### src/atom_glue_pkg.sv
package atom_glue_pkg;

    ///////////////////////////////////////////////////////////////////////
    // widths
    ///////////////////////////////////////////////////////////////////////

    localparam int MEM_ADDR_W = 18;
    localparam int PHASE_W    = 5;
    localparam int AUDIO_W    = 16;
    localparam int SID_W      = 18;
    localparam int JOY_W      = 32;
    localparam int STATUS_W   = 32;

    // bus phases within one cpu cycle, counted from the phi2 rising edge
    localparam int PHASE_READ    = 16;
    localparam int PHASE_CAPTURE = 20;
    localparam int PHASE_WRITE   = 31;

    // 42.95 MHz down to the 14.318 MHz pixel rate
    localparam int CE_DIV = 3;

    localparam int READ_LATENCY = 2;

    // osd status bits
    localparam int STATUS_RESET_BIT = 0;
    localparam int STATUS_SWAP_BIT  = 3;
    localparam int STATUS_AUDIO_LSB = 4;

    // audio source codes
    localparam logic [1:0] AUDIO_SEL_ATOM = 2'd0;
    localparam logic [1:0] AUDIO_SEL_SID  = 2'd1;
    localparam logic [1:0] AUDIO_SEL_TAPE = 2'd2;

    typedef logic [MEM_ADDR_W-1:0] mem_addr_t;
    typedef logic [7:0]            byte_t;
    typedef logic [PHASE_W-1:0]    phase_t;
    typedef logic [AUDIO_W-1:0]    audio_t;
    typedef logic [SID_W-1:0]      sid_sample_t;
    typedef logic [JOY_W-1:0]      joy_t;
    typedef logic [STATUS_W-1:0]   status_t;
    typedef logic [1:0]            audio_sel_t;

endpackage

### src/option_router.sv
module option_router (
    input  logic                       clk_42,
    input  logic                       reset,
    input  atom_glue_pkg::status_t     status,
    input  atom_glue_pkg::joy_t        joy0,
    input  atom_glue_pkg::joy_t        joy1,
    input  logic                       atom_audio,
    input  atom_glue_pkg::sid_sample_t sid_audio,
    input  logic                       tape_out,
    output atom_glue_pkg::joy_t        joya,
    output atom_glue_pkg::joy_t        joyb,
    output atom_glue_pkg::audio_t      audio
);
    import atom_glue_pkg::*;

    logic       swap;
    audio_sel_t audio_sel;
    audio_t     audio_mux;

    assign swap      = status[STATUS_SWAP_BIT];
    assign audio_sel = status[STATUS_AUDIO_LSB +: 2];

    always_comb begin
        case (audio_sel)
            AUDIO_SEL_ATOM: audio_mux = {AUDIO_W{atom_audio}};
            AUDIO_SEL_SID:  audio_mux = sid_audio[SID_W-1 -: AUDIO_W];
            AUDIO_SEL_TAPE: audio_mux = {AUDIO_W{tape_out}};
            default:        audio_mux = '0;
        endcase
    end

    // core joystick inputs are active low
    always_ff @(posedge clk_42) begin
        if (reset) begin
            joya  <= '1;
            joyb  <= '1;
            audio <= '0;
        end else begin
            joya  <= swap ? ~joy1 : ~joy0;
            joyb  <= swap ? ~joy0 : ~joy1;
            audio <= audio_mux;
        end
    end

endmodule

### config.mk
export PLATFORM = sky130hd
export DESIGN_NAME = option_router
export DESIGN_NICKNAME = d
export VERILOG_FILES = /design/src/atom_glue_pkg.sv /design/src/option_router.sv
export SDC_FILE = /design/constraint.sdc
export NUM_CORES = 1
export LEC_CHECK = 0
export ABC_CLOCK_PERIOD_IN_PS = 1000
export BUFFER_PORTS_ARGS = -buffer_cell sky130_fd_sc_hd__buf_2
export CAP_MARGIN = 10
export CORE_ASPECT_RATIO = 1.4
export CORE_UTILIZATION = 42
export DETAILED_ROUTE_END_ITERATION = 6
export GPL_TIMING_DRIVEN = 0
export PLACE_DENSITY_LB_ADDON = 0.15
export SKIP_LAST_GASP = 1
export SLEW_MARGIN = 20
export SYNTH_ARGS = -nofsm -noshare
export SYNTH_HDL_FRONTEND = slang
export SYNTH_SLANG_ARGS = --single-unit
### constraint.sdc
create_clock -name clk_42 -period 1 [get_ports clk_42]
set_input_delay 0.1 -clock clk_42 [delete_from_list [all_inputs] [get_ports clk_42]]
set_output_delay 0.1 -clock clk_42 [all_outputs]
set_load 0.1 [all_outputs]
==> results of run 1 <==
layout by cell type, fill, tap and decap left out:
| cell type | Yosys | final |
|---|---|---|
| buf_6 | 3 | 6 |
| o21ai_0 | 6 | 6 |
| or2_2 | 4 | 4 |
| o21ai_2 | 4 | 4 |
| buf_2 | 4 | 88 |
| clkbuf_8 | 0 | 13 |
| nand4bb_4 | 1 | 1 |
| clkinv_2 | 0 | 1 |
| dfxtp_2 | 0 | 80 |
| o21ai_1 | 6 | 6 |
| mux2i_1 | 80 | 80 |
| or2_1 | 61 | 61 |
| buf_8 | 6 | 43 |
| buf_12 | 0 | 40 |
| clkbuf_1 | 6 | 7 |
| bufinv_16 | 0 | 1 |
| buf_4 | 1 | 1 |
registers in the layout, summed over array words and instances, names as in the netlist:
name,flops
joya,32
joyb,32
audio,16
worst paths after layout:
| kind | startpoint | endpoint | slack [ns] |
|---|---|---|---|
| setup / recovery | audio[1] | audio[1] | 0.02 |
| hold / removal | sid_audio[12] | audio[10] | 0.03 |
power groups by stage:
stage	logic, mW	registers, mW	clock network [mW]
floorplan	0.467	5.16	0
global placement	2.52	3.55	0
detailed placement	2.54	3.56	0
CTS	2.88	3.56	2.58
global route	3.20	3.62	2.75
finish	3.09	3.61	2.55
area by class of cell:
class | count | area (µm²)
clock buffers | 14 | 183
multi-input cells | 162 | 1330
fillers | 454 | 1720
flip-flops and latches | 80 | 1700
clock inverters | 2 | 35.0
well taps | 95 | 119
repair buffers | 164 | 1810
plain buffers | 20 | 174
stage by stage:
| stage | hold slack, ns | instances | worst slack, ns | setup TNS, ns |
|---|---|---|---|---|
| after detailed placement | 0.375 | 521 | -0.0445 | -1.43 |
| final | 0.0322 | 537 | 0.0214 | 0 |
| after global placement | 0.368 | 521 | -0.0298 | -0.960 |
| after global routing | 0.0342 | 537 | -0.00447 | -0.0130 |
| after CTS | 0.0130 | 537 | -0.0110 | -0.0110 |
| after floorplan | 0.277 | 262 | 0.186 | 0 |
logic make-up (layout without fill, tap and decap cells):
| kind of cell | count (synthesis) | count (layout) | share of synthesized area [%] |
|---|---|---|---|
| AO/OA/AOI/OAI | 16 | 16 | 3.06 |
| multiplexers | 80 | 80 | 25.8 |
| AND/OR/NAND/NOR | 66 | 66 | 14.0 |
| buffers and inverters | 20 | 200 | 5.60 |
| flip-flops | 80 | 80 | 51.6 |
metal layers:
metal / vias up / GRT usage (%) / part of all wire [%]
li1: 1227 / - / -
met1: 1211 / 21.5 / 34
met2: 98 / 38.5 / 58
met3: 14 / 4.86 / 5.3
met4: 0 / 9.16 / 2.0
met5: - / 0 / 0
repair_timing:
item / in CTS / in global routing
cloned: 0 / 0
buffers inserted: 0 / 0
endpoints found under the setup margin: 80 / 64
gates resized for setup: 197 / 80
==> metrics.cfg, run 1 <==
[yosys]
ys_warn_count = 0
yosysTopAreaCellShare_pct = 51.6
syn_nets = 380
yosys_register_bits = 80
yosysUniqueCellTypes = 13
netlist_top_cells_area = dfxtp_1 52%, mux2i_1 26%, or2_1 12%
syn_inst = 262
avgSynthCellArea_um2 = 11.9
syn_area_um2 = 3110
synthArstFlopShare_pct = 0
synth_edf_count = 0
synth_commonest_cells = 80 x dfxtp_1, 80 x mux2i_1, 61 x or2_1
yosysTopAreaCell = dfxtp_1
synth_top_flop_cell = dfxtp_1
ys_seq_area_share_pct = 51.6

[route]
drtAntennaViolNets = 0
num_vias = 2550
totalWireLength_um = 8320
firstDrtPassIters = 4
drt_iter0_drc = 83
drc = 0
vias_per_cell = 4.75
wl_per_cell_um = 15.5

[finish]
insertedDiodeCount = 0
fin_area_um2 = 5350
nets = 555
drive_above_1_share_pct = 63.8
syn_to_final_growth_pct = 72.4
final_core_util_pct = 75.7

[placed_design]
dp_hpwl_um = 5240
numPortBuffers = 164
placed_area_um2 = 4150
place_congestion = 0.706

[cts]
cts_made_buffers = 9
clock_path_buffers = 2
clk_pin_slew_ns = 0.08
cts_max_level = 3
cts_tree = built
cts_root_buf = clkbuf_8
clkSinkCount = 80
ctsHoldBuffers = 0

[sta]
rsz0062_at_grt = true
final-max-slew-violation-count = 0
max_freq_ghz = 1.02
tightest_slew_ns = 0.411
hold_viol = 0
setup_viol = 0
slew_headroom_pct = 72.6
fin_crit_sh_pct = 97.9
period_needed_ns = 0.979

[critical_path]
critPathCaptureType = output port
critPathKind = reg -> out
path_max_fanout = 1
cp_data_required_time_ns = 0.90
cp_top_family = flip-flops
cp_cell_sequence = buf_12
crit_cells = 1
cpPeakStageDelay_ns = 0.36
crit_path_top_delay_cell = dfxtp_2
worstPathArrival_ns = 0.88
crit_buf_inv = 1
cp-start-kind = flip-flop

[power_and_ir_drop]
pwr-share-clk_pct = 27.6
p_leak_nw = 2.51
power_frac_seq_pct = 39.0
p_switching_mw = 3.29
p_comb_share_pct = 33.4
p_int_mw = 5.96
power.density_nw_per_um2 = 1730
ir_drop_uv = 1020
swShare_pct = 35.6
p_total_mw = 9.25

[floorplan]
ios = 198
std_cell_rows = 36
die-area_um2 = 7750
fp.dieW_um = 74.7
start_util_pct = 43.9
fp.coreArea_um2 = 7070
die_height_um = 104

[flow_run]
cap_violations = 0

[global_route]
grt_usage_pct = 21.0
grt_pass1_vias = 2568
grt_pass1_wl_um = 12100
grt_max_degree = 13
grt.overflow.total = 0
antenna_found_initial = 0

[worst_hold_path]
hold_path.class = in -> reg
hold_depth = 3

[run_status]
status = completed

No activity file was read; power rests on OpenSTA's default activity.
==> run 2, diff against run 1 <==
--- a/config.mk
+++ b/config.mk
@@ -13,6 +13,7 @@
 export DETAILED_ROUTE_END_ITERATION = 6
 export GPL_TIMING_DRIVEN = 0
 export PLACE_DENSITY_LB_ADDON = 0.15
+export RECOVER_POWER = 50
 export SKIP_LAST_GASP = 1
 export SLEW_MARGIN = 20
 export SYNTH_ARGS = -nofsm -noshare
==> metrics.cfg, run 2 (synthesized netlist as in run 1, its figures left out) <==
[sta]
max_freq_ghz = 1.03  ; +0.39%
setup_viol = 0  ; unchanged
fin_crit_sh_pct = 97.5  ; -0.38 points
finalWorstSetupSlack_ns = 0.0253  ; +0.00381 ns
final-max-slew-violation-count = 0  ; unchanged
tightest_slew_ns = 0.412  ; +0.00153 ns
hold_viol = 0  ; unchanged
period_needed_ns = 0.975  ; -0.00381 ns
slew_headroom_pct = 72.5  ; -0.10 points
rsz0062_at_grt = true

[finish]
final_common_cell = buf_2
largestRegisters = joya (32), joyb (32), audio (16)
insertedDiodeCount = 0  ; unchanged
n_fill_cell = 464  ; +2.2%
syn_to_final_growth_pct = 71.7
drive_above_1_share_pct = 62.4  ; -1.4 points
nets = 555  ; unchanged
layout_common_cells = 85 x buf_2, 80 x mux2i_1, 80 x dfxtp_2
final_core_util_pct = 75.4  ; -0.30 points

[cts]
cts_max_level = 3  ; unchanged
clock_path_buffers = 2  ; unchanged
cts_tree = built
cts_made_buffers = 9  ; unchanged
clkSinkCount = 80  ; unchanged
ctsHoldBuffers = 0  ; unchanged
clk_pin_slew_ns = 0.08  ; about the same
cts_root_buf = clkbuf_8

[floorplan]
ios = 198  ; unchanged
fp.dieW_um = 74.7  ; unchanged
die-area_um2 = 7750  ; unchanged
std_cell_rows = 36  ; unchanged
start_util_pct = 43.9  ; unchanged
fp.coreArea_um2 = 7070  ; unchanged
die_height_um = 104  ; unchanged

[power_and_ir_drop]
p_leak_nw = 2.50  ; -0.61%
ir_drop_uv = 1030  ; about the same
power.density_nw_per_um2 = 1730  ; +0.22%

[critical_path]
crit_buf_inv = 1  ; unchanged
cpPeakStageDelay_ns = 0.36  ; about the same
crit_path_top_delay_cell = dfxtp_2
cp_cell_sequence = buf_12
worstPathArrival_ns = 0.87  ; about the same
cp-start-kind = flip-flop
path_max_fanout = 1  ; unchanged
critPathKind = reg -> out
cp_data_required_time_ns = 0.90  ; about the same
critPathCaptureType = output port
cp_top_family = flip-flops

[global_route]
grt_usage_pct = 21.0  ; unchanged
grt_max_degree = 13  ; unchanged
grt_pass1_vias = 2568  ; unchanged
grt.overflow.total = 0  ; unchanged
grt_pass1_wl_um = 12100  ; unchanged
antenna_found_initial = 0  ; unchanged

[placed_design]
numPortBuffers = 164  ; unchanged
place_congestion = 0.706  ; unchanged
post-place-ws_ns = -0.0445  ; unchanged
dp_hpwl_um = 5240  ; unchanged

[route]
drt_iter0_drc = 75  ; -9.6%
num_vias = 2537  ; -0.51%
drc = 0  ; unchanged
firstDrtPassIters = 4  ; unchanged
vias_per_cell = 4.72  ; -0.51%
wl_per_cell_um = 15.5  ; +0.28%
totalWireLength_um = 8350  ; +0.28%
drtAntennaViolNets = 0  ; unchanged

[flow_run]
cap_violations = 0  ; unchanged

[worst_hold_path]
hold_path.class = in -> reg

[run_status]
status = completed

## run 2: per-layer routing
metal	wire (µm)	part of all wire [%]	GRT usage (%)
met5	0	0	0
met1	2900	35	21.5
met2	4860	58	38.5
met4	154	1.8	9.16
met3	429	5.1	4.86
## run 2: layout make-up
cell class	count	area (µm²)	share of cell area, %
flip-flops and latches	80	1700	31.9
well taps	95	119	2.23
plain buffers	20	165	3.10
clock buffers	14	183	3.43
clock inverters	2	35.0	0.657
multi-input cells	162	1320	24.7
repair buffers	164	1810	33.9
## run 2: repair_timing
item,4_1_cts,5_1_grt
endpoints found under the setup margin,80,64
setup buffers,0,0
gates resized for setup,197,80
hold endpoints to repair,0,0
## run 2: tightest hold or removal path, cell delays in order
cell	delay [ns]
buf_2	0.08
mux2i_1	0.07
o21ai_2	0.10
## run 2: per-stage QoR
stage               std cells  hold WS [ns]  total power [mW]  setup TNS (ns)  instance area, µm²
global placement          521         0.368              6.07          -0.960                4150
global route              537        0.0475              9.56         -0.0130                5330
finish                    537        0.0369              9.24               0                5330
floorplan                 262         0.277              5.62               0                3210
CTS                       537        0.0130              9.03         -0.0110                5000
detailed placement        521         0.375              6.10           -1.43                4150
## run 2: power breakdown
group	internal, mW	leakage [nW]	total [mW]	switching, mW
sequential	3.45	0.657	3.61	0.159
clock	1.43	0.113	2.55	1.12
combinational	1.08	1.73	3.08	2.00
total	5.95	2.50	9.24	3.28
## run 2: final timing paths
check	start	endpoint	cells past startpoint
max	audio[1]	audio[1]	1
min	sid_audio[8]	audio[6]	3
