### config.mk
export PLATFORM = sky130hd
export DESIGN_NAME = sys_control
export DESIGN_NICKNAME = d
export VERILOG_FILES = /design/src/atom_glue_pkg.sv /design/src/sys_control.sv
export SDC_FILE = /design/constraint.sdc
export NUM_CORES = 1
export LEC_CHECK = 0
export ABC_CLOCK_PERIOD_IN_PS = 900
export BUFFER_PORTS_ARGS = -buffer_cell sky130_fd_sc_hd__buf_2
export CELL_PAD_IN_SITES_DETAIL_PLACEMENT = 0
export CELL_PAD_IN_SITES_GLOBAL_PLACEMENT = 2
export CORE_AREA = 4 4 41 43
export CTS_CLUSTER_SIZE = 30
export DETAILED_ROUTE_END_ITERATION = 8
export DIE_AREA = 0 0 45 47
export PLACE_DENSITY = 0.95
export SLEW_MARGIN = 15
export SYNTH_ARGS = -nofsm -noshare
export SYNTH_HDL_FRONTEND = slang
export SYNTH_SLANG_ARGS = --single-unit
### constraint.sdc
create_clock -name clk_42 -period 0.9 [get_ports clk_42]
set_clock_uncertainty 0.1 [all_clocks]
set_input_delay 0.09 -clock clk_42 [delete_from_list [all_inputs] [get_ports clk_42]]
set_output_delay 0.09 -clock clk_42 [all_outputs]
set_load 0.03 [all_outputs]
### src/atom_glue_pkg.sv
package atom_glue_pkg;

    ///////////////////////////////////////////////////////////////////////
    // widths
    ///////////////////////////////////////////////////////////////////////

    localparam int MEM_ADDR_W = 18;
    localparam int PHASE_W    = 5;
    localparam int AUDIO_W    = 16;
    localparam int SID_W      = 18;
    localparam int JOY_W      = 32;
    localparam int STATUS_W   = 32;

    // bus phases within one cpu cycle, counted from the phi2 rising edge
    localparam int PHASE_READ    = 16;
    localparam int PHASE_CAPTURE = 20;
    localparam int PHASE_WRITE   = 31;

    // 42.95 MHz down to the 14.318 MHz pixel rate
    localparam int CE_DIV = 3;

    localparam int READ_LATENCY = 2;

    // osd status bits
    localparam int STATUS_RESET_BIT = 0;
    localparam int STATUS_SWAP_BIT  = 3;
    localparam int STATUS_AUDIO_LSB = 4;

    // audio source codes
    localparam logic [1:0] AUDIO_SEL_ATOM = 2'd0;
    localparam logic [1:0] AUDIO_SEL_SID  = 2'd1;
    localparam logic [1:0] AUDIO_SEL_TAPE = 2'd2;

    typedef logic [MEM_ADDR_W-1:0] mem_addr_t;
    typedef logic [7:0]            byte_t;
    typedef logic [PHASE_W-1:0]    phase_t;
    typedef logic [AUDIO_W-1:0]    audio_t;
    typedef logic [SID_W-1:0]      sid_sample_t;
    typedef logic [JOY_W-1:0]      joy_t;
    typedef logic [STATUS_W-1:0]   status_t;
    typedef logic [1:0]            audio_sel_t;

endpackage

### src/sys_control.sv
module sys_control (
    input  logic                   clk_42,
    input  logic                   reset,
    input  atom_glue_pkg::status_t status,
    input  logic [1:0]             buttons,
    input  logic                   ioctl_download,
    input  logic                   pll_locked,
    output logic                   core_reset,
    output logic                   pixel_ce
);
    import atom_glue_pkg::*;

    logic [1:0] ce_count;

    ///////////////////////////////////////////////////////////////////////
    // core reset
    ///////////////////////////////////////////////////////////////////////

    // any cause holds the core, including a running rom download
    always_ff @(posedge clk_42) begin
        core_reset <= reset
                    | status[STATUS_RESET_BIT]
                    | buttons[1]
                    | ioctl_download
                    | ~pll_locked;
    end

    ///////////////////////////////////////////////////////////////////////
    // pixel clock enable
    ///////////////////////////////////////////////////////////////////////

    // one pulse every CE_DIV cycles, first one on the third edge after reset
    always_ff @(posedge clk_42) begin
        if (reset) begin
            ce_count <= '0;
            pixel_ce <= 1'b0;
        end else if (ce_count == 2'(CE_DIV - 1)) begin
            ce_count <= '0;
            pixel_ce <= 1'b1;
        end else begin
            ce_count <= ce_count + 2'd1;
            pixel_ce <= 1'b0;
        end
    end

endmodule

==> metrics.cfg, run 1 <==
[setup_path]
worstPathRequired_ns=0.92
cp.arrival_ns=0.92
cp-start-kind=flop
crit_slowest_cell=dfxtp_2
crit_fanout=3
cp_cell_sequence=inv_2, ha_4, and2b_2
end_kind=flop
crit_buf_inv=1
cp_top_family=flip-flops
rrSetupSlack_ns=-0.002
crit_type=flop to flop
max_stage_delay_ns=0.32

[place]
gp_congestion=0.640
portBuffers=7

[clocking]
htree_num_levels=1
clock_latency_ns=0.23
cts_sinks=4
clock_tree.root_cell=clkbuf_4
postCtsSetupRepairBufs=0
clkTransAtPathRegs_ns=0.03
cts_made_buffers=3
cts_buffer_depth=2
cts_tree=done
cts_hold_buf=1

[timing]
final.setup.worst_slack_ns=-0.00186
grt_setup_unrepaired=yes
finalCritPeriodShare_pct=100
slew_viol_final=0
finalHoldViolCount=3
final-setup-viol-count=1
fmax_ghz=1.11
slew-limit-headroom_pct=85.1
min_period_ns=0.902
whs_ns=-0.0533
setup_tns_ns=-0.00186
tightest_slew_ns=0.221

[yosys]
synthCells=11
yosysSeqAreaShare_pct=64.0
synth_area_leaders=dfxtp_1 64%, ha_1 10%, nor3_1 8.0%
synth_top_area_share_pct=64.0
yosysWarnings=0
synth_edf_count=0
yosysMostFrequentCell=dfxtp_1
netlist_area_um2=125
syn_area_per_cell_um2=11.4
ys_ff_latch=4
yosysUniqueCellTypes=7
synth_area_leader_cell=dfxtp_1
postSynthNetCount=50
ys.flop_type=dfxtp_1
synth_commonest_cells=4 x dfxtp_1, 2 x nor3_1
synthArstFlopShare_pct=0

[pwr]
p_leak_nw=0.102
peakVddDrop_mv=0.316
power.density_mw_per_mm2=2200
power_mw=0.529

[floorplan]
core_area_mm2=0.00130
dieArea_mm2=0.00212
io_pins=40
start_util_pct=9.62
die_height_um=47
fp.dieW_um=45
rows=13

[run_status]
violations=negative hold slack, negative setup slack
status=finished with violations

[final_layout]
nNetsFinal=63
syn2layout_area_growth_pct=92.0
drive_gt1_share_pct=72.7
antenna_cells=0

[route]
drc=0
wirelength_um=277
avgRoutedWirePerCell_um=7.49
drt_iter0_markers=1
num_vias=115
ant_nets=0
avgViaCountPerCell=3.11
dr.pass1.iters=3

[grt]
grtUsageTotal_pct=3.86
grt_max_degree=5
grt_first_pass_wirelength_um=434
grt_pass1_vias=132
antenna_found_initial=0
overflow=0

[hold_path]
hp-class=input pin to flop

[flow_run]
cap_violations=0

[flip-flops by register name, summed over array words and instances, names as in the netlist]
name,cells
pixel_ce,1
core_reset,1
ce_count,2
[per-stage QoR]
step	worst slack [ns]	std cells	utilization, %	hold slack [ns]	cell area, µm²
finish	-0.00186	37	18.5	-0.0533	240
global route	-0.0337	37	18.5	-0.0458	240
CTS	-0.00969	37	18.1	-0.0605	235
detailed placement	-0.0399	33	14.0	0.155	183
global placement	-0.0200	33	14.0	0.154	183
floorplan	0.00216	11	-	0.0519	129
[path summary, 6_finish.rpt]
kind / cells after the start / endpoint / start
worst min-delay path: 3 / core_reset / buttons[1]
worst min register to register: 1 / ce_count[0] / ce_count[0]
worst max-delay path: 3 / pixel_ce / ce_count[0]
worst max register to register: 3 / pixel_ce / ce_count[0]
[routing by layer]
metal / part of all wire [%] / GRT usage [%]
met1: 34 / 1.81
met2: 46 / 5.65
met5: 0 / 0
met3: 9.0 / 1.15
met4: 10 / 10.5
[logic make-up after synthesis]
logic type               count (synthesis)  share of synthesized area [%]
AND/OR/NAND/NOR                          5                           23.0
buffers and inverters                    1                           3.00
flip-flops                               4                           64.0
adder cells (fa/ha/maj)                  1                           10.0
[what timing repair did]
action | in CTS | in global routing
cloned | 0 | 0
pin swaps | 1 | 0
endpoints found under the setup margin | 4 | 2
resized for setup | 4 | 2
hold endpoints to repair | 3 | 3
[cell type report]
class,instances,area [µm²]
inverter,1,3.75
sequential,4,82.6
multi-input combinational,6,58.8
timing repair buffer,8,53.8
fill,148,1060
clock buffer,3,22.5
tap,15,18.8
[worst min-delay path, cell delays in order]
cell and delay [ns]:
buf_2 0.07, nor4_1 0.04, nand2_1 0.05
[cells in the final DEF (no fill, tap or decap), types with 2 or more instances in the layout]
cell type  instances
dfxtp_2            2
clkbuf_4           3
buf_2              5
dfxtp_1            2
[where the power goes]
part | internal (mW) | switching, mW
Clock | 0.149 | 0.0678
Sequential | 0.203 | 0.0143
Combinational | 0.0537 | 0.0405
Total | 0.406 | 0.123
(Power assumes the default switching activity.)
==> run 2: changes to the inputs <==
- CORE_AREA: 4 4 41 43 -> 2 2 39 41
- DIE_AREA: 0 0 45 47 -> 0 0 41 43
==> run 2 against run 1 <==
  * The run still ends with negative hold slack, negative setup slack left
  * Highest routed layer is now met3
  * Die area decreased by 17%
  * Non-clock buffer count increased by 1
  * Critical path depth unchanged
  * Core utilization decreased by 0.47 points
  * Setup slack got worse by 0.0028 ns
  * Cell count increased by 5.4%
  * Wire length decreased by 10%
  * Total power increased by 1.3%
  * Critical path type unchanged
  * Clock power about the same
  * Largest power group unchanged
  * First-iteration DRC count decreased by 100%
  * Via count decreased by 4.3%
  * Maximum frequency decreased by 0.31%
==> metrics.cfg, run 2 (synthesis results as in run 1) <==
[final_layout]
largest_registers=ce_count (2), core_reset (1), pixel_ce (1)
syn2layout_area_growth_pct=99.0
final_common_cell=buf_2
final_cell_area_um2=249
nFillCells=151
layout.cells.non_filler=39
multiInputGateArea_um2=58.8
regMostFlops=ce_count
nNetsFinal=64
layout_common_cells=5 x buf_2, 3 x dfxtp_1, 3 x clkbuf_4
antenna_cells=0
drive_gt1_share_pct=65.2
seq_area_um2=81.3
largest_register_ffs=2

[timing]
slew_viol_final=0
whs_ns=-0.0484
tightest_slew_ns=0.236
finalCritPeriodShare_pct=101
final.setup.worst_slack_ns=-0.00468
grt_setup_unrepaired=yes
finalHoldViolCount=1
slew-limit-headroom_pct=84.1
fmax_ghz=1.11
final-setup-viol-count=1
min_period_ns=0.905

[floorplan]
io_pins=40
die_height_um=43
rows=14
fp.dieW_um=41
start_util_pct=9.04
core_area_mm2=0.00138
dieArea_mm2=0.00176

[pwr]
power.density_mw_per_mm2=2150
p_leak_nw=0.114
peakVddDrop_mv=0.403

[clocking]
cts_sinks=4
clock_tree.root_cell=clkbuf_4
cts_hold_buf=2
cts_made_buffers=3
clkTransAtPathRegs_ns=0.04
cts_buffer_depth=2
htree_num_levels=1
postCtsSetupRepairBufs=0
cts_tree=done
clock_latency_ns=0.23

[hold_path]
hp-class=input pin to flop
worstHoldStart=ioctl_download

[setup_path]
cp-start-kind=flop
crit_fanout=3
worstPathRequired_ns=0.92
end_kind=flop
r2r_start=ce_count[0]
rrSetupSlack_ns=-0.005
cp.arrival_ns=0.93
crit_path_start=ce_count[0]
crit_type=flop to flop

[route]
avgViaCountPerCell=2.82
wirelength_um=249
avgRoutedWirePerCell_um=6.38
ant_nets=0
num_vias=110
dr.pass1.iters=1
drc=0
drt_iter0_markers=0

[grt]
grt_first_pass_wirelength_um=331
antenna_found_initial=0
grt_max_degree=4
grtUsageTotal_pct=3.30
grt_pass1_vias=119
overflow=0

[flow_run]
cap_violations=0

[run_status]
violations=negative hold slack, negative setup slack
status=finished with violations

[place]
gp_congestion=0.530
portBuffers=7
placedCellCount=34
placedInstanceArea_um2=184

run 2: routing by layer:
layer	GRT usage (%)	up-vias	share of wire (%)
li1	-	61	-
met1	1.27	47	37
met2	5.31	2	59
met3	1.57	0	2.8
met4	6.00	0	0
met5	0	-	0
run 2: cell type report:
type,instances,share of cell area (%)
sequential,4,32.7
timing repair buffer,9,25.1
clock buffer,3,9.05
inverter,1,1.51
multi-input combinational,6,23.6
tap,16,8.04
run 2: final timing paths:
path                            cells past startpoint     endpoint
worst max-delay path                                3     pixel_ce
worst min-delay path                                3   core_reset
worst max register to register                      3     pixel_ce
worst min register to register                      1  ce_count[0]
run 2: power breakdown:
part           switching, mW  total, mW  leakage [nW]  internal, mW
clock network         0.0680      0.217        0.0138         0.149
logic                 0.0427      0.102        0.0667        0.0590
registers             0.0139      0.217        0.0331         0.203
total                  0.125      0.535         0.114         0.411
run 2: worst max-delay path: stages (launching register included):
cell and delay, ns:
dfxtp_2 0.32, inv_2 0.04, ha_4 0.15, and2b_2 0.18
run 2: metrics by stage:
step                      utilization, %  setup slack (ns)  hold WS, ns  setup TNS [ns]  power (mW)
after CTS                           17.8          -0.00768      -0.0512        -0.00768       0.545
final                               18.0          -0.00468      -0.0484        -0.00468       0.535
after floorplan                        -           0.00216       0.0519               0       0.256
after global routing                18.0           -0.0431      -0.0475         -0.0487       0.566
after detailed placement            13.3           -0.0309        0.165         -0.0512       0.279
after global placement              13.3           -0.0204        0.160         -0.0365       0.278
run 2: repair_timing:
item / in CTS / in global routing
endpoints found under the setup margin: 4 / 3
pin swaps: 1 / 0
endpoints found under the hold margin: 3 / 1
resized for setup: 4 / 1
==> run 3: changes to the inputs <==
- ABC_CLOCK_PERIOD_IN_PS: 900 -> 800
- clock period: 0.9 -> 0.8 ns (I/O delays scaled with it)
==> run 3 against run 2 <==
  * The run still ends with negative hold slack, negative setup slack left
  * Cell area rose by 4.5%
  * Sequential share of layout area fell by 0.93 points
  * Combinational power rose by 15%
  * Cell count rose by 2.6%
  * First-iteration DRC count rose by 2
  * Register-to-register slack got worse by 0.099 ns
  * Global-route usage rose by 1.2 points
  * Flip-flop and latch count did not move
  * Non-clock buffer count rose by 1
  * Critical endpoint unchanged
  * Largest cell class unchanged
  * Highest routed layer unchanged
==> metrics.cfg, run 3 (synthesis results as in run 1) <==
[route]
drc=0
wirelength_um=224
num_vias=119
drt_iter0_markers=2
avgViaCountPerCell=2.98
avgRoutedWirePerCell_um=5.60
ant_nets=0
dr.pass1.iters=2

[timing]
finalHoldViolCount=1
fmax_ghz=1.11
slew-limit-headroom_pct=85.1
setup_tns_ns=-0.295
min_period_ns=0.903
finalCritPeriodShare_pct=113
tightest_slew_ns=0.222
final-setup-viol-count=5
whs_ns=-0.0627
grt_setup_unrepaired=yes
final.setup.worst_slack_ns=-0.103
slew_viol_final=0

[setup_path]
crit_type=flop to flop
worstPathRequired_ns=0.82
reg2reg_depth=3
cp.arrival_ns=0.92
end_kind=flop
crit_fanout=3
cp-start-kind=flop

[final_layout]
drive_gt1_share_pct=75.0
regMostFlops=ce_count
layout.cells.non_filler=40
largest_registers=ce_count (2), core_reset (1), pixel_ce (1)
final_common_cell=buf_2
antenna_cells=0
layout_common_cells=5 x buf_2, 3 x clkbuf_4
nNetsFinal=65
syn2layout_area_growth_pct=108
finish.utilization_pct=18.8
largest_register_ffs=2

[floorplan]
rows=14
dieArea_mm2=0.00176
start_util_pct=9.04
core_area_mm2=0.00138
io_pins=40
fp.dieW_um=41
die_height_um=43

[clocking]
clock_latency_ns=0.23
htree_num_levels=1
clkTransAtPathRegs_ns=0.03
cts_hold_buf=1
clock_tree.root_cell=clkbuf_4
cts_buffer_depth=2
cts_sinks=4
cts_tree=done
cts_made_buffers=3

[grt]
grt_max_degree=4
antenna_found_initial=0
grt_pass1_vias=137
grt_first_pass_wirelength_um=469
overflow=0
grtUsageTotal_pct=4.50

[run_status]
status=finished with violations
violations=negative hold slack, negative setup slack

[flow_run]
cap_violations=0

[hold_path]
hp-class=input pin to flop
min_path_cells=3

[place]
place_ws_ns=-0.0985
placedCellCount=35
gp_congestion=0.456
portBuffers=7

[pwr]
p_leak_nw=0.113
power.density_mw_per_mm2=2310
peakVddDrop_mv=0.388

==> run 3: worst max-delay path, stage by stage, from the launching register on <==
cell and delay, ns:
dfxtp_2 0.32, inv_2 0.04, ha_4 0.15, and2b_2 0.18
==> run 3: area by class of cell <==
type                    count  area [µm²]
clock buffers               3        22.5
fillers                   148        1120
inverters                   1        3.75
multi-input cells           6        58.8
flip-flops and latches      4        82.6
well taps                  16        20.0
repair buffers             10        72.6
==> run 3: what timing repair did <==
| item | in CTS | in global routing |
|---|---|---|
| hold endpoints to repair | 1 | 1 |
| gates resized for setup | 5 | 1 |
| setup endpoints to repair | 5 | 5 |
| setup buffers | 0 | 1 |
==> run 3: report_power, final <==
| group | leakage (nW) | total [mW] | internal, mW | switching, mW |
|---|---|---|---|---|
| registers | 0.0326 | 0.247 | 0.229 | 0.0176 |
| logic | 0.0665 | 0.117 | 0.0703 | 0.0465 |
| clock network | 0.0138 | 0.238 | 0.167 | 0.0710 |
| total | 0.113 | 0.601 | 0.466 | 0.135 |
==> run 3: path summary, 6_finish.rpt <==
kind	startpoint	endpoint	slack [ns]
setup / recovery	ce_count[0]	pixel_ce	-0.10
hold reg to reg	ce_count[0]	ce_count[0]	0.39
setup reg to reg	ce_count[0]	pixel_ce	-0.10
hold / removal	ioctl_download	core_reset	-0.06
==> run 3: layer usage <==
metal  GRT usage (%)  vias up  part of all wire [%]
met5               0        -                     0
met4            6.00        0                     0
met3            3.14        0                   5.4
met2            6.56        4                    61
met1            2.87       50                    33
li1                -       65                     -
==> run 3: through the flow <==
stage / area [µm²] / power [mW]
global route: 260 / 0.651
global placement: 201 / 0.334
CTS: 248 / 0.602
finish: 260 / 0.601
detailed placement: 201 / 0.339
floorplan: 139 / 0.304
