--- config.mk ---
export PLATFORM = sky130hd
export DESIGN_NAME = bus_phase_sequencer
export DESIGN_NICKNAME = d
export VERILOG_FILES = /design/src/atom_glue_pkg.sv /design/src/bus_phase_sequencer.sv
export SDC_FILE = /design/constraint.sdc
export NUM_CORES = 1
export LEC_CHECK = 0
export BUFFER_PORTS_ARGS = -buffer_cell sky130_fd_sc_hd__buf_2
export CELL_PAD_IN_SITES_DETAIL_PLACEMENT = 1
export CELL_PAD_IN_SITES_GLOBAL_PLACEMENT = 2
export CORE_MARGIN = 4
export CORE_UTILIZATION = 27
export CTS_BUF_LIST = sky130_fd_sc_hd__clkbuf_4
export DETAILED_ROUTE_END_ITERATION = 8
export GPL_TIMING_DRIVEN = 0
export PLACE_DENSITY = 0.82
export SETUP_SLACK_MARGIN = 0.4
export SYNTH_ARGS = -nofsm -noshare
export SYNTH_HDL_FRONTEND = slang
export SYNTH_SLANG_ARGS = --single-unit
export TNS_END_PERCENT = 100
--- constraint.sdc ---
create_clock -name clk_42 -period 1.45 [get_ports clk_42]
set_input_delay 0.145 -clock clk_42 [delete_from_list [all_inputs] [get_ports clk_42]]
set_output_delay 0.145 -clock clk_42 [all_outputs]
set_load 0.02 [all_outputs]
--- src/atom_glue_pkg.sv ---
package atom_glue_pkg;

    ///////////////////////////////////////////////////////////////////////
    // widths
    ///////////////////////////////////////////////////////////////////////

    localparam int MEM_ADDR_W = 18;
    localparam int PHASE_W    = 5;
    localparam int AUDIO_W    = 16;
    localparam int SID_W      = 18;
    localparam int JOY_W      = 32;
    localparam int STATUS_W   = 32;

    // bus phases within one cpu cycle, counted from the phi2 rising edge
    localparam int PHASE_READ    = 16;
    localparam int PHASE_CAPTURE = 20;
    localparam int PHASE_WRITE   = 31;

    // 42.95 MHz down to the 14.318 MHz pixel rate
    localparam int CE_DIV = 3;

    localparam int READ_LATENCY = 2;

    // osd status bits
    localparam int STATUS_RESET_BIT = 0;
    localparam int STATUS_SWAP_BIT  = 3;
    localparam int STATUS_AUDIO_LSB = 4;

    // audio source codes
    localparam logic [1:0] AUDIO_SEL_ATOM = 2'd0;
    localparam logic [1:0] AUDIO_SEL_SID  = 2'd1;
    localparam logic [1:0] AUDIO_SEL_TAPE = 2'd2;

    typedef logic [MEM_ADDR_W-1:0] mem_addr_t;
    typedef logic [7:0]            byte_t;
    typedef logic [PHASE_W-1:0]    phase_t;
    typedef logic [AUDIO_W-1:0]    audio_t;
    typedef logic [SID_W-1:0]      sid_sample_t;
    typedef logic [JOY_W-1:0]      joy_t;
    typedef logic [STATUS_W-1:0]   status_t;
    typedef logic [1:0]            audio_sel_t;

endpackage

--- src/bus_phase_sequencer.sv ---
module bus_phase_sequencer (
    input  logic                     clk_42,
    input  logic                     reset,
    input  logic                     cpuphi2,
    input  atom_glue_pkg::mem_addr_t mem_addr,
    input  logic                     mem_we,
    input  atom_glue_pkg::byte_t     mem_din,
    input  logic                     ioctl_download,
    input  atom_glue_pkg::byte_t     ioctl_index,
    input  logic                     ioctl_wr,
    input  atom_glue_pkg::mem_addr_t ioctl_addr,
    input  atom_glue_pkg::byte_t     ioctl_dout,
    input  atom_glue_pkg::byte_t     store_dout,
    output atom_glue_pkg::mem_addr_t store_addr,
    output atom_glue_pkg::byte_t     store_din,
    output logic                     store_rd,
    output logic                     store_we,
    output atom_glue_pkg::byte_t     mem_dout
);
    import atom_glue_pkg::*;

    logic   cpuphi2_last;
    phase_t phase;
    logic   phi2_rise;
    logic   dl_active;
    logic   dl_wr;

    assign phi2_rise = cpuphi2 & ~cpuphi2_last;

    // odd index is a cartridge image, not for this memory
    assign dl_active = ioctl_download & ~ioctl_index[0];
    assign dl_wr     = dl_active & ioctl_wr;

    ///////////////////////////////////////////////////////////////////////
    // phase counter
    ///////////////////////////////////////////////////////////////////////

    always_ff @(posedge clk_42) begin
        if (reset) begin
            cpuphi2_last <= 1'b0;
            phase        <= '0;
        end else begin
            cpuphi2_last <= cpuphi2;
            if (phi2_rise) begin
                phase <= '0;
            end else begin
                // wraps after 31
                phase <= phase + 1'b1;
            end
        end
    end

    ///////////////////////////////////////////////////////////////////////
    // address and data source
    ///////////////////////////////////////////////////////////////////////

    // address holds during an ignored download
    always_ff @(posedge clk_42) begin
        if (dl_active) begin
            store_addr <= ioctl_addr;
        end else if (!ioctl_download) begin
            store_addr <= mem_addr;
        end

        if (dl_wr) begin
            store_din <= ioctl_dout;
        end else if (!ioctl_download && mem_we) begin
            store_din <= mem_din;
        end
    end

    ///////////////////////////////////////////////////////////////////////
    // strobes and read capture
    ///////////////////////////////////////////////////////////////////////

    always_ff @(posedge clk_42) begin
        if (reset) begin
            store_rd <= 1'b0;
            store_we <= 1'b0;
        end else begin
            store_rd <= (phase == PHASE_READ) & ~ioctl_download & ~mem_we;
            // cpu is held in reset while a download owns the memory
            store_we <= dl_wr | ((phase == PHASE_WRITE) & mem_we & ~ioctl_download);
        end
    end

    // capture slot sits after the store latency, so ready is not needed
    always_ff @(posedge clk_42) begin
        if (phase == PHASE_CAPTURE) begin
            mem_dout <= store_dout;
        end
    end

endmodule

==> results of run 1 <==
## worst paths after layout
kind	endpoint	from	cells past startpoint	slack [ns]
worst max register to register	mem_dout[0]$_DFFE_PN_	phase[0]$_SDFF_PP0_	3	0.25
worst min-delay path	cpuphi2_last$_SDFF_PP0_	cpuphi2	2	0.04
worst max-delay path	mem_dout[0]$_DFFE_PN_	phase[0]$_SDFF_PP0_	3	0.25
worst min register to register	phase[0]$_SDFF_PP0_	phase[0]$_SDFF_PP0_	1	0.48
## sequential cells by signal, indices dropped and copies added, names as in the netlist
register	flops
store_din	8
store_addr	18
store_we	1
mem_dout	8
phase	5
cpuphi2_last	1
store_rd	1
## critical path, cell delays in order, from the launching register on
cell and delay (ns):
dfxtp_4 0.39, inv_4 0.06, ha_4 0.12, and4b_4 0.32
## layout make-up
cell class / count / area, µm² / area share
Clock inverter: 3 / 68.8 / 0.0247
Tap cell: 75 / 93.8 / 0.0336
Inverter: 4 / 20.0 / 0.00717
Sequential cell: 42 / 1190 / 0.426
Multi-Input combinational cell: 50 / 562 / 0.201
Clock buffer: 5 / 37.5 / 0.0134
Timing Repair Buffer: 112 / 783 / 0.281
Buffer: 3 / 36.3 / 0.0130
## placed cells by master (no fill, tap or decap), types with 2 or more instances in the layout
master	count
buf_2	75
edfxtp_1	34
buf_6	29
mux2_2	16
mux2_4	10
dlygate4sd3_1	9
clkbuf_4	5
dfxtp_1	5
nor2_1	3
ha_4	3
inv_4	2
nand3b_1	2
inv_1	2
and2_1	2
bufinv_16	2
dfxtp_4	2
## cell families (layout without fill, tap and decap cells)
group | Yosys count | after routing | synth area share
and+or+nand+nor | 15 | 15 | 0.0534
muxes | 26 | 26 | 0.191
AOI/OAI and AO/OA | 4 | 4 | 0.0130
xor gates and xnor gates | 2 | 2 | 0.0101
adders and majority gates | 3 | 3 | 0.0217
DFF | 42 | 42 | 0.682
buffers and inverters | 7 | 127 | 0.0296
## repair_timing
item / in CTS / in global routing
hold endpoints to repair: 10 / 0
hold buffers: 9 / 0
pin swaps: 0 / 3
setup endpoints to repair: 43 / 44
setup buffers: 0 / 1
gates resized for setup: 35 / 31
## through the flow
step | power, µW | std cells | hold WS, ns | setup WS [ns] | area (µm²)
after floorplan | 1690 | 99 | 0.214 | 0.337 | 1760
after global placement | 1870 | 276 | 0.324 | 0.123 | 2370
after detailed placement | 1890 | 276 | 0.324 | 0.120 | 2370
after CTS | 2920 | 293 | 0.0272 | 0.268 | 2680
after global routing | 3040 | 294 | 0.0356 | 0.250 | 2790
final | 2920 | 294 | 0.0407 | 0.254 | 2790
## power groups by stage
stage                     registers (µW)  logic (µW)  clock network [µW]
final                               1450         518                 954
after global routing                1460         556                1030
after CTS                           1440         503                 977
after detailed placement            1460         430                   0
after global placement              1450         423                   0
after floorplan                     1560         125                   0
## per-layer routing
| metal | GRT usage | part of all wire | up-vias |
|---|---|---|---|
| met2 | 0.234 | 0.57 | 55 |
| met3 | 0.0376 | 0.086 | 8 |
| met1 | 0.118 | 0.32 | 606 |
| li1 | - | - | 607 |
| met4 | 0.0495 | 0.016 | 0 |
| met5 | 0 | 0 | - |
==> impl_metrics.toml, run 1 <==
[status]
outcome = "finished clean"

[routing]
dr.pass1.iters = 2
drt-total-wl_um = 4640
vias = 1276
wire_per_inst_um = 15.8
first_iter_violations = 28
vias_per_cell = 4.34
antenna_left = 0
drcViolationCount = 0

[yosys]
synth_area_leaders = "edfxtp_1 59%, mux2_2 10%, dfxtp_1 9.2%"
synth_seq_area_share = 0.682
synth_nets = 176
synth_cells = 99
ys_async_sr_fraction = 0
yosysMostFrequentCell = "edfxtp_1"
netlist_area_um2 = 1730
yosysWarnings = 0
syn-mean-instance-area_um2 = 17.5
synth-seq-cells = 42
synth_top_area_cell = "edfxtp_1"
yosysTopAreaCellShare = 0.589
synth_edf_count = 34
synth_ff_type = "edfxtp_1"
ys_types = 24
synth.cells.most_frequent = "34 x edfxtp_1, 16 x mux2_2, 10 x mux2_4, 8 x dfxtp_1, 4 x inv_1"

[setup_path]
worst_setup_path_end_kind = "register"
path_class = "register to register"
crit_fanout = 8
worstPathArrival_ns = 1.26
crit_required_ns = 1.51
cp-start-kind = "register"

[run]
cap_violations = 0

[global_routing]
globalRouteOverflowTotal = 0
grt_max_degree = 19
grt_pass1_vias = 1400
antenna_found_initial = 0
grtUsageTotal = 0.121
grt_pass1_wl_um = 6880

[power_and_ir_drop]
switching_power_uw = 687
comb_power_share = 0.178
swShare = 0.236
p_leak_uw = 0.00123
power_density_nw_per_um2 = 1050
clkPwrFrac = 0.327
intPower_uw = 2230
p_seq_frac = 0.495
ir_drop_v = 0.000462

[final_layout]
fillers = 647
nets = 295
synthToLayoutAreaGrowth_pct = 61.1
n_antenna_cell = 0
drive_above_1_share = 0.699
utilization = 0.461

[placement]
dp_hpwl_um = 3660
io_buffers = 102
globalplace.congestion = 0.747

[floorplan]
die_area_um2 = 7760
start_util = 0.286
num_rows = 28
core-area_um2 = 6060
ioPinCount = 110
fp.dieW_um = 88.1
die_h_um = 88.1

[clock_network]
clock_latency_ns = 0.36
clkTransAtPathRegs_ns = 0.13
htree_num_levels = 2
clockBufferDepth = 2
cts_buffers = 5
clock-sinks = 42
cts_tree = "done"
cts_root_buf = "clkbuf_4"

[sta]
hold_viol = 0
finalSetupTns_ns = 0
finalMaxSlewViolations = 0
tightestPinTransition_ns = 0.789
maxSlewHeadroom = 0.473
skew_ns = 0.0223
rsz0062_at_grt = "true"
setup_viol = 0
fin_crit_sh = 0.825
post-route-min-period_ns = 1.20
fmaxAchievable_ghz = 0.836

[min_path]
hp-class = "primary input to register"
Note: power is estimated with default switching activity, not from simulation.
==> run 2, diff against run 1 <==
Settings changed: CORE_UTILIZATION 27 to 24, PLACE_DENSITY 0.82 to 0.77.
Clock period 1.45 ns to 1.1 ns, I/O delays scaled along.
==> run 2 against run 1 <==
Count of clock-buffer cells in the layout grew 1. Die area grew 11%. Combinational power grew 58%. The run now ends with setup timing left. Global-route usage shrank 0.52 points.
==> impl_metrics.toml, run 2 (synthesis results as in run 1) <==
[status]
outcome = "finished, violations left"
violations = "setup timing"

[routing]
first_iter_violations = 31
vias = 1288
vias_per_cell = 3.95
wire_per_inst_um = 15.2
drt-total-wl_um = 4950
antenna_left = 0
drcViolationCount = 0
dr.pass1.iters = 3

[sta]
rsz0062_at_grt = "true"
fin_crit_sh = 1.06
setup_viol = 9
fmaxAchievable_ghz = 0.855
whs_ns = 0.0668
post-route-min-period_ns = 1.17
finalSetupTns_ns = -0.611
finalMaxSlewViolations = 0
tightestPinTransition_ns = 0.312
skew_ns = 0.00912
hold_viol = 0
setup_slack_ns = -0.0698
maxSlewHeadroom = 0.791

[power_and_ir_drop]
power_density_nw_per_um2 = 1130
p_leak_uw = 0.00140
swShare = 0.249
switching_power_uw = 859
comb_power_share = 0.236
ir_drop_v = 0.000338
clkPwrFrac = 0.212
p_seq_frac = 0.552
intPower_uw = 2600

[final_layout]
largest_reg_flops = 18
utilization = 0.442
layout_common_cells = "64 x buf_2, 41 x buf_6, 34 x edfxtp_1"
drive_above_1_share = 0.717
synthToLayoutAreaGrowth_pct = 76.3
n_antenna_cell = 0
regMostFlops = "store_addr"
nets = 306
reg_top3 = "store_addr: 18 flops, mem_dout: 8 flops, store_din: 8 flops"
final_common_cell = "buf_2"

[floorplan]
die_area_um2 = 8640
ioPinCount = 110
core-area_um2 = 6910
fp.dieW_um = 93.0
start_util = 0.251
die_h_um = 93.0
num_rows = 30

[setup_path]
cp_top_family = "flip-flops"
rrSetupSlack_ns = -0.07
max_stage_delay_ns = 0.36
path_class = "register to register"
crit_required_ns = 1.14
worstPathArrival_ns = 1.21
cp_cell_sequence = "inv_2 > ha_4 > and4b_4"
crit_slowest_cell = "dfxtp_2"
crit_fanout = 8
cp-start-kind = "register"
critPathBufInv = 1
worst_setup_path_end_kind = "register"

[min_path]
hp-class = "primary input to register"

[clock_network]
cts_buffers = 5
clockBufferDepth = 2
cts_root_buf = "clkbuf_4"
clock-sinks = 42
clock_latency_ns = 0.33
clkTransAtPathRegs_ns = 0.12
cts_tree = "done"
htree_num_levels = 2

[placement]
dp_hpwl_um = 3430
globalplace.congestion = 0.695
io_buffers = 102

[run]
cap_violations = 0

[global_routing]
grt_pass1_vias = 1463
antenna_found_initial = 0
globalRouteOverflowTotal = 0
grt_pass1_wl_um = 7550
grt_max_degree = 19
grtUsageTotal = 0.116
[run 2: changes by cell type in the layout (fill, tap and decap cells not counted), sizes merged]
cell          delta
buf             +10
bufinv           -2
clkbuf           +1
clkinv           +1
dlymetal6s4s     +1
[run 2: worst paths after layout]
kind                        from               endpoint  cells after the start
max          phase[0]$_SDFF_PP0_  mem_dout[0]$_DFFE_PN_                      3
min                       mem_we    store_we$_SDFF_PP0_                      3
max reg2reg  phase[0]$_SDFF_PP0_  mem_dout[0]$_DFFE_PN_                      3
min reg2reg  phase[0]$_SDFF_PP0_    phase[0]$_SDFF_PP0_                      2
[run 2: power groups by stage]
| stage | clock network, µW | registers [µW] | logic (µW) |
|---|---|---|---|
| floorplan | 0 | 2060 | 188 |
| global route | 858 | 1920 | 866 |
| detailed placement | 0 | 1910 | 594 |
| CTS | 788 | 1900 | 814 |
| global placement | 0 | 1910 | 584 |
| finish | 733 | 1910 | 816 |
[run 2: cell type report]
type                            count  area [µm²]
Inverter                            4        17.5
Sequential cell                    42        1190
Multi-Input combinational cell     50         637
Timing Repair Buffer              123         983
Buffer                              3        51.3
Clock inverter                      2        8.76
Tap cell                           96         120
Clock buffer                        6        45.0
Fill cell                         732        3850
[run 2: repair_timing]
item | 4_1_cts | 5_1_grt
cloned | 2 | 0
pin swaps | 5 | 1
endpoints found under the setup margin | 77 | 86
hold buffers | 10 | 0
hold endpoints to repair | 10 | 0
resized for setup | 101 | 7
setup buffers | 8 | 1
[run 2: per-stage QoR]
step | instance area, µm² | setup slack (ns) | total power [µW] | instances
finish | 3060 | -0.0698 | 3460 | 326
global route | 3060 | -0.112 | 3640 | 326
floorplan | 1810 | -0.0135 | 2250 | 99
CTS | 3020 | -0.0759 | 3510 | 325
global placement | 2440 | -0.147 | 2490 | 297
detailed placement | 2440 | -0.164 | 2510 | 297
[run 2: worst min-delay path: cells and delay by family]
family,cells,cell delay [ns]
compound gates,1,0.05
buf+inv,1,0.12
simple gates,1,0.09
[run 2: per-layer routing]
metal  routed length [µm]  vias up  global-route usage
li1                     -      630                   -
met1                 1730      612               0.115
met5                    0        -                   0
met4                   48        0              0.0476
met2                 2920       44               0.230
met3                  252        2              0.0241
==> run 3, diff against run 2 <==
Settings changed: ABC_AREA from default to 1, CORE_UTILIZATION 24 to 22, PLACE_DENSITY 0.77 to 0.79.
==> run 3 against run 2 <==
The run still ends with setup timing left. Fmax shrank 1.8%. Combinational power fell by 7.5%. Wire length is 3.9% higher.
==> impl_metrics.toml, run 3 <==
[placement]
dp_hpwl_um = 3900
io_buffers = 102
globalplace.congestion = 0.699
dpl.cell_count = 368
post_dp_cell_area_um2 = 2460

[yosys]
synth.cells.most_frequent = "84 x nand2_1, 34 x edfxtp_1, 10 x inv_1, 8 x dfxtp_1, 7 x nor2_1"
synth_seq_area_share = 0.679
synth_nets = 241
yosysWarnings = 0
yosysMostFrequentCell = "nand2_1"
netlist_area_um2 = 1740
synth_area_leaders = "edfxtp_1 59%, nand2_1 18%, dfxtp_1 9.2%"
syn-mean-instance-area_um2 = 10.6
yosysTopAreaCellShare = 0.587
synth-seq-cells = 42
ys_async_sr_fraction = 0
synth_ff_type = "edfxtp_1"
synth_top_area_cell = "edfxtp_1"
ys_types = 17
synth_edf_count = 34
synth_cells = 164

[setup_path]
crit_required_ns = 1.17
path_class = "register to register"
worstPathArrival_ns = 1.26
crit_fanout = 8
worst_setup_path_end_kind = "register"
cp-start-kind = "register"

[status]
violations = "setup timing"
outcome = "finished, violations left"

[power_and_ir_drop]
ir_drop_v = 0.000387
intPower_uw = 2510
clkPwrFrac = 0.223
power_density_nw_per_um2 = 1160
switching_power_uw = 921
swShare = 0.269
p_leak_uw = 0.00138
p_seq_frac = 0.557
comb_power_share = 0.220

[final_layout]
instances_no_fill = 392
multi_input_area_um2 = 576
fin_area_um2 = 2950
fillers = 886
reg_top3 = "store_addr: 18 flops, mem_dout: 8 flops, store_din: 8 flops"
drive_above_1_share = 0.493
largest_reg_flops = 18
nets = 366
regMostFlops = "store_addr"
synthToLayoutAreaGrowth_pct = 69.4
layout_common_cells = "82 x nand2_1, 65 x buf_2, 40 x buf_6"
n_antenna_cell = 0
register_area_um2 = 1190
final_common_cell = "nand2_1"

[global_routing]
antenna_found_initial = 0
grt_pass1_wl_um = 8220
grtUsageTotal = 0.111
globalRouteOverflowTotal = 0
grt_max_degree = 19
grt_pass1_vias = 1696

[sta]
skew_ns = 0.000959
fmaxAchievable_ghz = 0.840
tightestPinTransition_ns = 0.437
rsz0062_at_grt = "true"
post-route-min-period_ns = 1.19
hold_viol = 0
fin_crit_sh = 1.08
maxSlewHeadroom = 0.708
finalMaxSlewViolations = 0
setup_viol = 10
setup_slack_ns = -0.0909

[routing]
first_iter_violations = 30
drt-total-wl_um = 5150
wire_per_inst_um = 13.1
vias_per_cell = 4.04
drcViolationCount = 0
dr.pass1.iters = 4
vias = 1583
antenna_left = 0

[clock_network]
htree_num_levels = 2
cts_buffers = 5
clockBufferDepth = 2
clock_latency_ns = 0.34
cts_tree = "done"
cts_root_buf = "clkbuf_4"
clock-sinks = 42
clkTransAtPathRegs_ns = 0.12

[floorplan]
core-area_um2 = 7730
die_h_um = 96.9
die_area_um2 = 9400
num_rows = 32
ioPinCount = 110
start_util = 0.225
fp.dieW_um = 96.9

[run]
cap_violations = 0

[min_path]
hp-class = "primary input to register"
## run 3: changes by cell type after synthesis, sizes merged, moves of 2 or more
cell | before | now
and2 | 2 | 0
and4b | 2 | 0
inv | 4 | 12
mux2 | 26 | 0
nand2 | 1 | 86
nand3 | 1 | 3
nand3b | 2 | 0
nor2 | 3 | 9
nor3 | 0 | 2
## run 3: layer usage
layer / wire length (µm) / track usage / vias to the layer above
met5: 0 / 0 / -
met4: 59 / 0.0324 / 0
met3: 319 / 0.0339 / 8
met2: 2850 / 0.212 / 52
met1: 1920 / 0.114 / 743
li1: - / - / 780
## run 3: cells by family after synthesis
| group | share of synthesized area |
|---|---|
| AO/OA/AOI/OAI | 0.0108 |
| XOR/XNOR | 0.00503 |
| adder cells (fa/ha/maj) | 0.0216 |
| buffers and inverters | 0.0388 |
| flip-flops | 0.679 |
| AND/OR/NAND/NOR | 0.245 |
## run 3: power by group through the flow
| stage | clock network (µW) | registers [µW] | logic, µW |
|---|---|---|---|
| floorplan | 0 | 2070 | 167 |
| global placement | 0 | 1920 | 583 |
| detailed placement | 0 | 1920 | 593 |
| CTS | 814 | 1910 | 767 |
| global route | 883 | 1920 | 816 |
| finish | 763 | 1910 | 755 |
## run 3: critical path, cell delays in order, from the launching register on
cell and delay (ns):
dfxtp_4 0.38, inv_2 0.06, ha_4 0.13, nand2_4 0.05
nor3_4 0.15, buf_12 0.15
## run 3: timing repair
item / 4_1_cts / 5_1_grt
endpoints found under the hold margin: 10 / 0
hold buffers: 9 / 0
pin swaps: 7 / 1
setup endpoints to repair: 95 / 51
gates resized for setup: 77 / 8
setup buffers: 6 / 1
## run 3: final timing paths
path,start,cells after the start,slack [ns],to
worst max-delay path,phase[0]$_SDFF_PP0_,5,-0.09,mem_dout[2]$_DFFE_PN_
worst min-delay path,cpuphi2,3,0.01,cpuphi2_last$_SDFF_PP0_
worst max register to register,phase[0]$_SDFF_PP0_,5,-0.09,mem_dout[2]$_DFFE_PN_
worst min register to register,phase[0]$_SDFF_PP0_,1,0.45,phase[0]$_SDFF_PP0_
## run 3: area by class of cell
| cell class | count | share of cell area |
|---|---|---|
| clock buffers | 6 | 0.0153 |
| plain buffers | 2 | 0.00764 |
| flip-flops and latches | 42 | 0.404 |
| clock inverters | 2 | 0.00339 |
| well taps | 102 | 0.0433 |
| inverters | 12 | 0.0212 |
| multi-input cells | 108 | 0.195 |
| repair buffers | 118 | 0.310 |
## run 3: stage by stage
stage	utilization	TNS, ns	total power (µW)	setup WS (ns)	hold WS (ns)
after CTS	0.377	-0.606	3490	-0.0634	0.00110
after detailed placement	0.318	-5.51	2510	-0.249	0.288
final	0.382	-0.765	3430	-0.0909	0.0143
after floorplan	-	-0.775	2230	-0.0968	0.172
after global routing	0.382	-1.30	3620	-0.133	0.00107
after global placement	0.318	-5.36	2500	-0.249	0.287
